$ cat config.mk
export PLATFORM = sky130hd
export DESIGN_NAME = periph_sb_top
export DESIGN_NICKNAME = d
export VERILOG_FILES = /design/src/rtl/periph_pkg.sv /design/src/rtl/led_sb_ctrl.sv /design/src/rtl/periph_sb_top.sv /design/src/rtl/sb_bus_port.sv /design/src/rtl/sw_sb_ctrl.sv
export SDC_FILE = /design/constraint.sdc
export NUM_CORES = 1
export LEC_CHECK = 0
export BUFFER_PORTS_ARGS = -buffer_cell sky130_fd_sc_hd__clkbuf_2
export CAP_MARGIN = 20
export CORE_ASPECT_RATIO = 1.5
export CORE_MARGIN = 5
export CORE_UTILIZATION = 28
export DETAILED_ROUTE_END_ITERATION = 8
export GPL_ROUTABILITY_DRIVEN = 1
export SYNTH_ARGS = -nofsm -noshare
export SYNTH_HDL_FRONTEND = slang
export SYNTH_SLANG_ARGS = --single-unit
$ cat constraint.sdc
create_clock -name clk_i -period 3.55 [get_ports clk_i]
set_input_delay 0.1775 -clock clk_i [delete_from_list [all_inputs] [get_ports clk_i]]
set_output_delay 0.1775 -clock clk_i [all_outputs]
set_load 0.02 [all_outputs]
$ cat src/rtl/periph_pkg.sv
package periph_pkg;

    // bus side widths
    typedef logic [31:0] addr_t;    // one word
    typedef logic [31:0] data_t;

    // peripheral side widths
    typedef logic [15:0] led_t;     // half word
    typedef logic [15:0] sw_t;

    typedef enum logic [1:0] {
        IDLE,                       // waiting for req
        STROBE,                     // device strobed this cycle
        RESP,                       // device read data registered
        DONE                        // ack high until req drops
    } port_state_t;

    // device select from the upper address byte
    localparam logic [7:0] DEV_LED = 8'h01;
    localparam logic [7:0] DEV_SW  = 8'h02;

    // led controller register offsets in the low address byte
    localparam logic [7:0] LED_VAL_OFS  = 8'h00;
    localparam logic [7:0] LED_MODE_OFS = 8'h04;
    localparam logic [7:0] LED_RST_OFS  = 8'h24;

    // switch controller register offsets
    localparam logic [7:0] SW_VAL_OFS = 8'h00;
    localparam logic [7:0] SW_CHG_OFS = 8'h04;

    // Blink timing in clock cycles. These are short for simulation;
    // a board build needs values in the millions and a wider counter.
    localparam int BLINK_ON_CYC     = 10;   // leds lit for this many cycles
    localparam int BLINK_PERIOD_CYC = 20;   // full blink period
    localparam int CNT_W            = 5;    // must hold BLINK_PERIOD_CYC - 1

endpackage

$ cat src/rtl/led_sb_ctrl.sv
`timescale 1ns/10ps

module led_sb_ctrl
    import periph_pkg::*;
(
    input  logic       clk_i,
    input  logic       rst_i,
    input  logic       stb_i,
    input  logic       we_i,
    input  logic [7:0] ofs_i,
    input  data_t      wdata_i,
    output data_t      rdata_o,
    output led_t       led_o
);

    led_t             led_q;
    logic             mode_q;       // 1 = blink
    logic [CNT_W-1:0] cnt_q;

    logic wr;
    logic rd;
    logic val_we;
    logic mode_we;
    logic soft_rst;
    logic cnt_wrap;

    assign wr = stb_i & we_i;
    assign rd = stb_i & ~we_i;

    // value only accepted when it fits in 16 bits
    assign val_we   = wr && (ofs_i == LED_VAL_OFS) && (wdata_i[31:16] == '0);
    assign mode_we  = wr && (ofs_i == LED_MODE_OFS) && (wdata_i[31:1] == '0);
    assign soft_rst = wr && (ofs_i == LED_RST_OFS) && (wdata_i == data_t'(1));

    assign cnt_wrap = (cnt_q == CNT_W'(BLINK_PERIOD_CYC - 1));

    always_ff @(posedge clk_i) begin
        if (rst_i || soft_rst) begin
            led_q <= '0;
        end else if (val_we) begin
            led_q <= wdata_i[15:0];
        end
    end

    always_ff @(posedge clk_i) begin
        if (rst_i || soft_rst) begin
            mode_q <= 1'b0;
        end else if (mode_we) begin
            mode_q <= wdata_i[0];
        end
    end

    // counter only runs in blink mode
    always_ff @(posedge clk_i) begin
        if (rst_i || soft_rst || !mode_q) begin
            cnt_q <= '0;
        end else if (cnt_wrap) begin
            cnt_q <= '0;
        end else begin
            cnt_q <= cnt_q + 1'b1;
        end
    end

    // lit for the first part of each period, steady when mode is 0
    assign led_o = (cnt_q < CNT_W'(BLINK_ON_CYC)) ? led_q : '0;

    always_ff @(posedge clk_i) begin
        if (rst_i) begin
            rdata_o <= '0;
        end else if (rd) begin
            case (ofs_i)
                LED_VAL_OFS:  rdata_o <= data_t'(led_q);
                LED_MODE_OFS: rdata_o <= data_t'(mode_q);
                default:      rdata_o <= '0;
            endcase
        end
    end

endmodule

$ cat src/rtl/periph_sb_top.sv
`timescale 1ns/10ps

module periph_sb_top
    import periph_pkg::*;
(
    input  logic  clk_i,
    input  logic  rst_i,
    input  logic  req_i,
    input  logic  we_i,
    input  addr_t addr_i,
    input  data_t wdata_i,
    input  sw_t   sw_i,
    output logic  ack_o,
    output data_t rdata_o,
    output led_t  led_o
);

    logic       led_stb;
    logic       sw_stb;
    logic       we;         // shared by both devices
    logic [7:0] ofs;
    data_t      wdata;
    data_t      led_rdata;
    data_t      sw_rdata;

    sb_bus_port u_port (
        .clk_i       (clk_i),
        .rst_i       (rst_i),
        .req_i       (req_i),
        .we_i        (we_i),
        .addr_i      (addr_i),
        .wdata_i     (wdata_i),
        .ack_o       (ack_o),
        .rdata_o     (rdata_o),
        .led_stb_o   (led_stb),
        .sw_stb_o    (sw_stb),
        .we_o        (we),
        .ofs_o       (ofs),
        .wdata_o     (wdata),
        .led_rdata_i (led_rdata),
        .sw_rdata_i  (sw_rdata)
    );

    led_sb_ctrl u_led (
        .clk_i   (clk_i),
        .rst_i   (rst_i),
        .stb_i   (led_stb),
        .we_i    (we),
        .ofs_i   (ofs),
        .wdata_i (wdata),
        .rdata_o (led_rdata),
        .led_o   (led_o)
    );

    sw_sb_ctrl u_sw (
        .clk_i   (clk_i),
        .rst_i   (rst_i),
        .stb_i   (sw_stb),
        .we_i    (we),
        .ofs_i   (ofs),
        .sw_i    (sw_i),
        .rdata_o (sw_rdata)
    );

endmodule

$ cat src/rtl/sb_bus_port.sv
`timescale 1ns/10ps

module sb_bus_port
    import periph_pkg::*;
(
    input  logic       clk_i,
    input  logic       rst_i,

    // four-phase system bus side
    input  logic       req_i,
    input  logic       we_i,
    input  addr_t      addr_i,
    input  data_t      wdata_i,
    output logic       ack_o,
    output data_t      rdata_o,

    // peripheral side
    output logic       led_stb_o,
    output logic       sw_stb_o,
    output logic       we_o,
    output logic [7:0] ofs_o,
    output data_t      wdata_o,
    input  data_t      led_rdata_i,
    input  data_t      sw_rdata_i
);

    port_state_t state_q;
    logic [7:0]  dev_q;         // latched device byte
    logic        led_sel;
    logic        sw_sel;

    assign led_sel = (dev_q == DEV_LED);
    assign sw_sel  = (dev_q == DEV_SW);

    assign led_stb_o = (state_q == STROBE) && led_sel;
    assign sw_stb_o  = (state_q == STROBE) && sw_sel;
    assign ack_o     = (state_q == DONE);

    always_ff @(posedge clk_i) begin
        if (rst_i) begin
            state_q <= IDLE;
        end else begin
            case (state_q)
                IDLE: begin
                    if (req_i) begin
                        state_q <= STROBE;
                    end
                end
                STROBE:  state_q <= RESP;
                RESP:    state_q <= DONE;   // ack rises here
                DONE: begin
                    if (!req_i) begin
                        state_q <= IDLE;
                    end
                end
                default: state_q <= IDLE;
            endcase
        end
    end

    // request held for the rest of the cycle
    always_ff @(posedge clk_i) begin
        if (state_q == IDLE && req_i) begin
            dev_q   <= addr_i[31:24];
            ofs_o   <= addr_i[7:0];
            we_o    <= we_i;
            wdata_o <= wdata_i;
        end
    end

    always_ff @(posedge clk_i) begin
        if (rst_i) begin
            rdata_o <= '0;
        end else if (state_q == RESP) begin
            if (we_o) begin
                rdata_o <= '0;              // writes return nothing
            end else if (led_sel) begin
                rdata_o <= led_rdata_i;
            end else if (sw_sel) begin
                rdata_o <= sw_rdata_i;
            end else begin
                rdata_o <= '0;              // unmapped device
            end
        end
    end

endmodule

$ cat src/rtl/sw_sb_ctrl.sv
`timescale 1ns/10ps

module sw_sb_ctrl
    import periph_pkg::*;
(
    input  logic       clk_i,
    input  logic       rst_i,
    input  logic       stb_i,
    input  logic       we_i,
    input  logic [7:0] ofs_i,
    input  sw_t        sw_i,
    output data_t      rdata_o
);

    sw_t  sync1_q;
    sw_t  sync2_q;
    sw_t  prev_q;       // sync2 one cycle back
    logic chg_q;

    logic rd;
    logic chg_rd;
    logic changed;

    assign rd      = stb_i & ~we_i;         // writes have no effect
    assign chg_rd  = rd && (ofs_i == SW_CHG_OFS);
    assign changed = (sync2_q != prev_q);

    // two-flop synchronizer for the asynchronous switch pins
    always_ff @(posedge clk_i) begin
        if (rst_i) begin
            sync1_q <= '0;
            sync2_q <= '0;
            prev_q  <= '0;
        end else begin
            sync1_q <= sw_i;
            sync2_q <= sync1_q;
            prev_q  <= sync2_q;
        end
    end

    // sticky change flag where a new change beats the clear
    always_ff @(posedge clk_i) begin
        if (rst_i) begin
            chg_q <= 1'b0;
        end else if (changed) begin
            chg_q <= 1'b1;
        end else if (chg_rd) begin
            chg_q <= 1'b0;
        end
    end

    always_ff @(posedge clk_i) begin
        if (rst_i) begin
            rdata_o <= '0;
        end else if (rd) begin
            case (ofs_i)
                SW_VAL_OFS: rdata_o <= data_t'(sync2_q);
                SW_CHG_OFS: rdata_o <= data_t'(chg_q);  // value before the clear
                default:    rdata_o <= '0;
            endcase
        end
    end

endmodule
==> results of run 1 <==
==> area by class of cell <==
cell class | count | area, sq um | share of cell area (%)
clock buffers | 19 | 464 | 5.70
clock inverters | 13 | 104 | 1.28
inverters | 4 | 15.0 | 0.184
multi-input cells | 324 | 2120 | 26.0
flip-flops and latches | 170 | 3890 | 47.8
well taps | 272 | 340 | 4.18
repair buffers | 171 | 1210 | 14.8
==> worst max-delay path, stage by stage, from the launching register on <==
cell and delay [ns]:
edfxtp_1 0.41, nor4_4 0.36, nand2_1 0.18, nor4_1 0.50
a21o_1 0.78, nor3_1 0.13
==> power by group <==
group          internal [mW]  leakage [nW]  switching [mW]  total (mW)
registers               2.22          1.45          0.0898        2.31
clock network          0.970         0.278           0.782        1.75
logic                  0.173          1.54           0.259       0.433
==> synthesized netlist by cell type <==
cell,number
nand2b_1,3
a211oi_1,2
and4b_1,1
inv_1,4
ha_1,6
conb_1,1
nor4_1,14
a221oi_1,2
a21boi_0,1
o21ai_0,2
nor2_1,52
a22o_1,31
xor2_1,16
nor2b_1,66
a21oi_1,19
clkbuf_1,17
nor3b_1,1
buf_2,4
nand4_1,2
mux2i_1,17
buf_4,17
buf_6,1
nor4b_1,1
nor3_2,1
buf_1,1
o21ba_2,1
a21o_1,2
nor3_1,6
nor2_2,10
edfxtp_1,49
and2_1,19
a22oi_1,16
xnor2_1,1
dfxtp_1,121
nand2_1,6
nand3_1,6
nor4b_4,1
nand3b_1,1
nor4_4,2
==> cells by family (layout without fill, tap and decap cells) <==
group	count (synthesis)	in the layout	synth area share [%]
simple gates	192	192	17.8
other cells	1	16	0.0605
buf+inv	44	207	3.90
flops	170	170	62.8
xor+xnor	17	17	2.40
fa+ha+maj	6	6	1.21
mux	17	17	2.75
compound gates	76	76	9.07
==> layer usage <==
layer	wire length [um]	up-vias	part of all wire, %
li1	-	2121	-
met1	5740	1946	41
met2	7350	106	52
met3	625	20	4.5
met4	283	0	2.0
met5	0	-	0
==> stage by stage <==
step	setup WS (ns)	power, mW	util (%)	instance area, sq um
after global placement	1.06	2.71	31.8	6910
after CTS	0.978	4.53	37.4	8120
after floorplan	1.39	2.59	-	6250
after detailed placement	0.969	2.72	31.8	6910
after global routing	0.825	4.69	37.5	8140
final	1.04	4.49	37.5	8140
==> state kept, by name, summed over array words and instances, names as in the netlist <==
register and count:
u_port.we_o 1, u_port.rdata_o 16, u_sw.sync1_q 16, u_sw.rdata_o 16, u_led.cnt_q 5, u_port.dev_q 8, u_led.rdata_o 16, u_led.mode_q 1
u_port.ofs_o 8, u_sw.prev_q 16, u_led.led_q 16, u_port.wdata_o 32, u_port.state_q 2, u_sw.sync2_q 16, u_sw.chg_q 1
==> path summary, 6_finish.rpt <==
path	start	to	slack (ns)	depth (start not counted)
setup reg to reg	u_port.dev_q[5]	u_led.cnt_q[1]	1.04	5
hold reg to reg	u_sw.sync1_q[14]	u_sw.sync2_q[14]	0.43	1
setup / recovery	u_port.dev_q[5]	u_led.cnt_q[1]	1.04	5
hold / removal	rst_i	u_led.rdata_o[3]	0.19	2
==> cell usage in the layout (no fill, tap or decap), drive strengths merged, types with 2 or more instances in the layout <==
| cell type | synthesis | routed |
|---|---|---|
| nor2 | 62 | 62 |
| edfxtp | 49 | 49 |
| nor4 | 16 | 16 |
| nor2b | 66 | 66 |
| a21oi | 19 | 19 |
| ha | 6 | 6 |
| a211oi | 2 | 2 |
| nand2 | 6 | 6 |
| clkbuf | 17 | 119 |
| a21o | 2 | 2 |
| inv | 4 | 10 |
| nand2b | 3 | 3 |
| mux2i | 17 | 17 |
| nor3 | 7 | 7 |
| buf | 23 | 6 |
| o21ai | 2 | 2 |
| a221oi | 2 | 2 |
| dfxtp | 121 | 121 |
| a22o | 31 | 31 |
| xor2 | 16 | 16 |
| nand4 | 2 | 2 |
| nand3 | 6 | 6 |
| clkinvlp | 0 | 2 |
| nor4b | 2 | 2 |
| and2 | 19 | 19 |
| dlygate4sd3 | 0 | 65 |
| conb | 1 | 16 |
| clkinv | 0 | 5 |
| a22oi | 16 | 16 |
==> flow_metrics.env, run 1 <==
export IMPL_vias_per_cell=4.31
export IMPL_cts_buffers=17
export IMPL_cts_max_level=4
export IMPL_grt_setup_unrepaired="false"
export IMPL_ir_drop_mv=0.542
export IMPL_grt_pass1_wl_um=22000
export IMPL_synth_area_leaders="dfxtp_1 39%, edfxtp_1 24%, nor2b_1 6.7%, a22o_1 4.4%, nor2_1 3.2%"
export IMPL_rows=66
export IMPL_instances_no_fill=973
export IMPL_outcome="finished clean"
export IMPL_die_area_sq_um=25300
export IMPL_wl_per_cell_um=14.4
export IMPL_fin_crit_ns=2.51
export IMPL_coreArea_sq_um=21700
export IMPL_cts_tree="yes"
export IMPL_critical_path_class="reg2reg"
export IMPL_power_leakage_nw=3.26
export IMPL_power_density_nw_per_um2=552
export IMPL_timing_hold_ws_ns=0.186
export IMPL_post_synth_cell_area_avg_sq_um=11.8
export IMPL_clock_path_buffers=2
export IMPL_post_cts_resized=0
export IMPL_grt_usage_pct=11.2
export IMPL_slew_viol_final=0
export IMPL_grt_pass1_vias=4231
export IMPL_fin_setup_tns_ns=0
export IMPL_clock_skew_final_ns=0.00950
export IMPL_hp_class="in2reg"
export IMPL_ctsHoldBuffers=65
export IMPL_clock_latency_ns=0.42
export IMPL_syn_cell_area_sq_um=6200
export IMPL_yosys_area_top_type_share_pct=39.1
export IMPL_cp_required_ns=3.82
export IMPL_place_inst=875
export IMPL_overflow=0
export IMPL_finalCritPeriodShare_pct=70.7
export IMPL_synth_seq_cells=170
export IMPL_clk_pin_slew_ns=0.07
export IMPL_die_h_um=192
export IMPL_gr_max_usage_layer="met2"
export IMPL_global_route_usage_met1_pct=12.4
export IMPL_synth_cell_types=39
export IMPL_pin_count=133
export IMPL_antenna_found_initial=0
export IMPL_port_buffers=100
export IMPL_relSlewSlack_pct=34.7
export IMPL_seq_area_frac_synth_pct=62.8
export IMPL_start_kind="register"
export IMPL_worstMarginPinSlew_ns=0.976
export IMPL_synthesis_instances=523
export IMPL_yosys_area_top_type="dfxtp_1"
export IMPL_syn_to_final_growth_pct=31.4
export IMPL_wl_um=14000
export IMPL_nets=778
export IMPL_drtIter0Drc=227
export IMPL_clk_root_buffer_cell="clkbuf_16"
export IMPL_cts_sinks=170
export IMPL_dp_hpwl_um=9550
export IMPL_max_clock_freq_mhz=399
export IMPL_cp_arrival_ns=2.78
export IMPL_ant_nets=0
export IMPL_finalHoldViolations=0
export IMPL_routed_via_count=4193
export IMPL_path_max_fanout=22
export IMPL_gp_congestion=0.736
export IMPL_finalSetupViolCount=0
export IMPL_use_met3_pct=3.41
export IMPL_fillCellCount=2104
export IMPL_grt_max_degree=75
export IMPL_drcViolationCount=0
export IMPL_max_cap_violations=0
export IMPL_drt_pass1_iter_count=5
export IMPL_antenna_cells=0
export IMPL_start_util_pct=28.5
export IMPL_dieWidth_um=131
export IMPL_ys_warn_count=0
export IMPL_cts_setup_buffers=0
export IMPL_layout_drive_gt1_share_pct=22.0
export IMPL_endpoint_kind="register"
export IMPL_use_met2_pct=19.9
Power figures use the tool's default switching activity.
==> run 2, diff against run 1 <==
clock period = 2.5 ns   (was 3.55 ns; I/O delays follow)
==> run 2 against run 1 <==
  * Combinational power grew 42%
  * Critical path type unchanged
  * Clock skew increased by 0.0014 ns
  * Cell count grew 0.62%
  * Largest power group unchanged
  * Die area unchanged
  * Total power is 41% higher
==> flow_metrics.env, run 2 (synthesis gave the netlist of run 1 again) <==
export IMPL_outcome="finished clean"
export IMPL_relSlewSlack_pct=56.1
export IMPL_antenna_found_initial=0
export IMPL_timing_hold_ws_ns=0.153
export IMPL_port_buffers=100
export IMPL_rows=66
export IMPL_pin_count=133
export IMPL_gp_congestion=0.730
export IMPL_path_max_fanout=22
export IMPL_dieWidth_um=131
export IMPL_cts_tree="yes"
export IMPL_cp_required_ns=2.80
export IMPL_crit_path_start="u_port.wdata_o[29]"
export IMPL_reg2reg_from="u_port.wdata_o[29]"
export IMPL_finalSetupViolCount=0
export IMPL_hp_class="in2reg"
export IMPL_max_cap_violations=0
export IMPL_clk_pin_slew_ns=0.07
export IMPL_grt_setup_unrepaired="false"
export IMPL_endpoint_kind="register"
export IMPL_cp_arrival_ns=2.44
export IMPL_holdPathEnd="u_port.state_q[0]"
export IMPL_grt_usage_pct=11.2
export IMPL_largest_reg_flops=32
export IMPL_die_area_sq_um=25300
export IMPL_layout_drive_gt1_share_pct=22.3
export IMPL_cts_sinks=170
export IMPL_ant_nets=0
export IMPL_ir_drop_mv=0.585
export IMPL_drcViolationCount=0
export IMPL_antenna_cells=0
export IMPL_start_kind="register"
export IMPL_grt_pass1_vias=4239
export IMPL_power_density_nw_per_um2=772
export IMPL_fin_setup_tns_ns=0
export IMPL_start_util_pct=28.5
export IMPL_clock_skew_final_ns=0.0108
export IMPL_clock_latency_ns=0.42
export IMPL_wl_per_cell_um=14.3
export IMPL_finalHoldViolations=0
export IMPL_slew_viol_final=0
export IMPL_grt_pass1_wl_um=22200
export IMPL_r2r_end="u_led.cnt_q[3]"
export IMPL_coreArea_sq_um=21700
export IMPL_p_total_mw=6.32
export IMPL_syn_to_final_growth_pct=32.0
export IMPL_clk_root_buffer_cell="clkbuf_16"
export IMPL_routed_via_count=4209
export IMPL_cts_buffers=17
export IMPL_drtIter0Drc=223
export IMPL_drt_pass1_iter_count=5
export IMPL_r2r_setup_slack_ns=0.36
export IMPL_vias_per_cell=4.30
export IMPL_hold_depth=4
export IMPL_rr_worst_depth=6
export IMPL_clock_path_buffers=2
export IMPL_hp_start="req_i"
export IMPL_cts_setup_buffers=0
export IMPL_nets=785
export IMPL_power_leakage_nw=3.28
export IMPL_critical_path_class="reg2reg"
export IMPL_overflow=0
export IMPL_fin_crit_ns=2.14
export IMPL_top_register="u_port.wdata_o"
export IMPL_dp_hpwl_um=9630
export IMPL_max_clock_freq_mhz=468
export IMPL_grt_max_degree=74
export IMPL_layout_common_cells="121 x dfxtp_1, 100 x clkbuf_2, 66 x nor2b_1"
export IMPL_post_cts_resized=0
export IMPL_finalCritPeriodShare_pct=85.5
export IMPL_cts_max_level=4
export IMPL_die_h_um=192
export IMPL_worstMarginPinSlew_ns=0.658
export IMPL_wl_um=14000
export IMPL_layout_commonest_cell="dfxtp_1"
-- run 2: changes by cell type in the layout (fill, tap and decap cells not counted), moves of 2 or more --
| cell | previous run | this run |
|---|---|---|
| inv_6 | 4 | 2 |
| buf_4 | 5 | 11 |
| clkbuf_1 | 0 | 2 |
| clkbuf_8 | 1 | 3 |
| clkinv_4 | 3 | 1 |
-- run 2: worst max-delay path by stage --
stage | to | cells past startpoint
4_1_cts | u_led.cnt_q[3] | 6
2_1_floorplan | u_port.dev_q[0] | 3
6_report | u_led.cnt_q[3] | 6
3_5_place_dp | u_led.cnt_q[3] | 6
3_3_place_gp | u_led.cnt_q[1] | 6
5_1_grt | u_led.cnt_q[2] | 6
-- run 2: metrics by stage --
stage / std cells / cell area (sq um) / setup slack (ns) / utilization (%)
2_1_floorplan: 538 / 6250 / 0.340 / -
3_3_place_gp: 882 / 6980 / 0.380 / 32.2
3_5_place_dp: 883 / 6990 / 0.358 / 32.2
4_1_cts: 979 / 8180 / 0.337 / 37.7
5_1_grt: 979 / 8180 / 0.0947 / 37.7
6_report: 979 / 8180 / 0.362 / 37.7
-- run 2: power breakdown --
group | internal, mW | switching [mW] | leakage (nW)
combinational | 0.256 | 0.360 | 1.58
sequential | 3.15 | 0.131 | 1.45
clock | 1.35 | 1.07 | 0.260
total | 4.76 | 1.56 | 3.28
-- run 2: critical path, cell delays in order, from the launching register on --
cell and delay, ns:
edfxtp_1 0.38, nor4_1 0.36, nand3_1 0.22, nor4_1 0.50
a21o_1 0.18, buf_4 0.28, nor4_1 0.10
-- run 2: repair_timing --
item | in CTS | in global routing
setup endpoints to repair | 0 | 0
hold buffers | 65 | 0
endpoints found under the hold margin | 65 | 0
-- run 2: cell type report --
class | instances | area, sq um
Sequential cell | 170 | 3890
Tap cell | 272 | 340
Inverter | 4 | 15.0
Fill cell | 2110 | 13500
Multi-Input combinational cell | 324 | 2120
Timing Repair Buffer | 178 | 1270
Clock inverter | 9 | 66.3
Clock buffer | 22 | 474
-- run 2: layer usage --
metal  track usage (%)  vias up  share of wire (%)
li1                  -     2131                  -
met1              12.6     1960                 40
met2              20.1      100                 54
met3              2.78       18                4.3
met4              5.07        0                2.1
met5                 0        -                  0
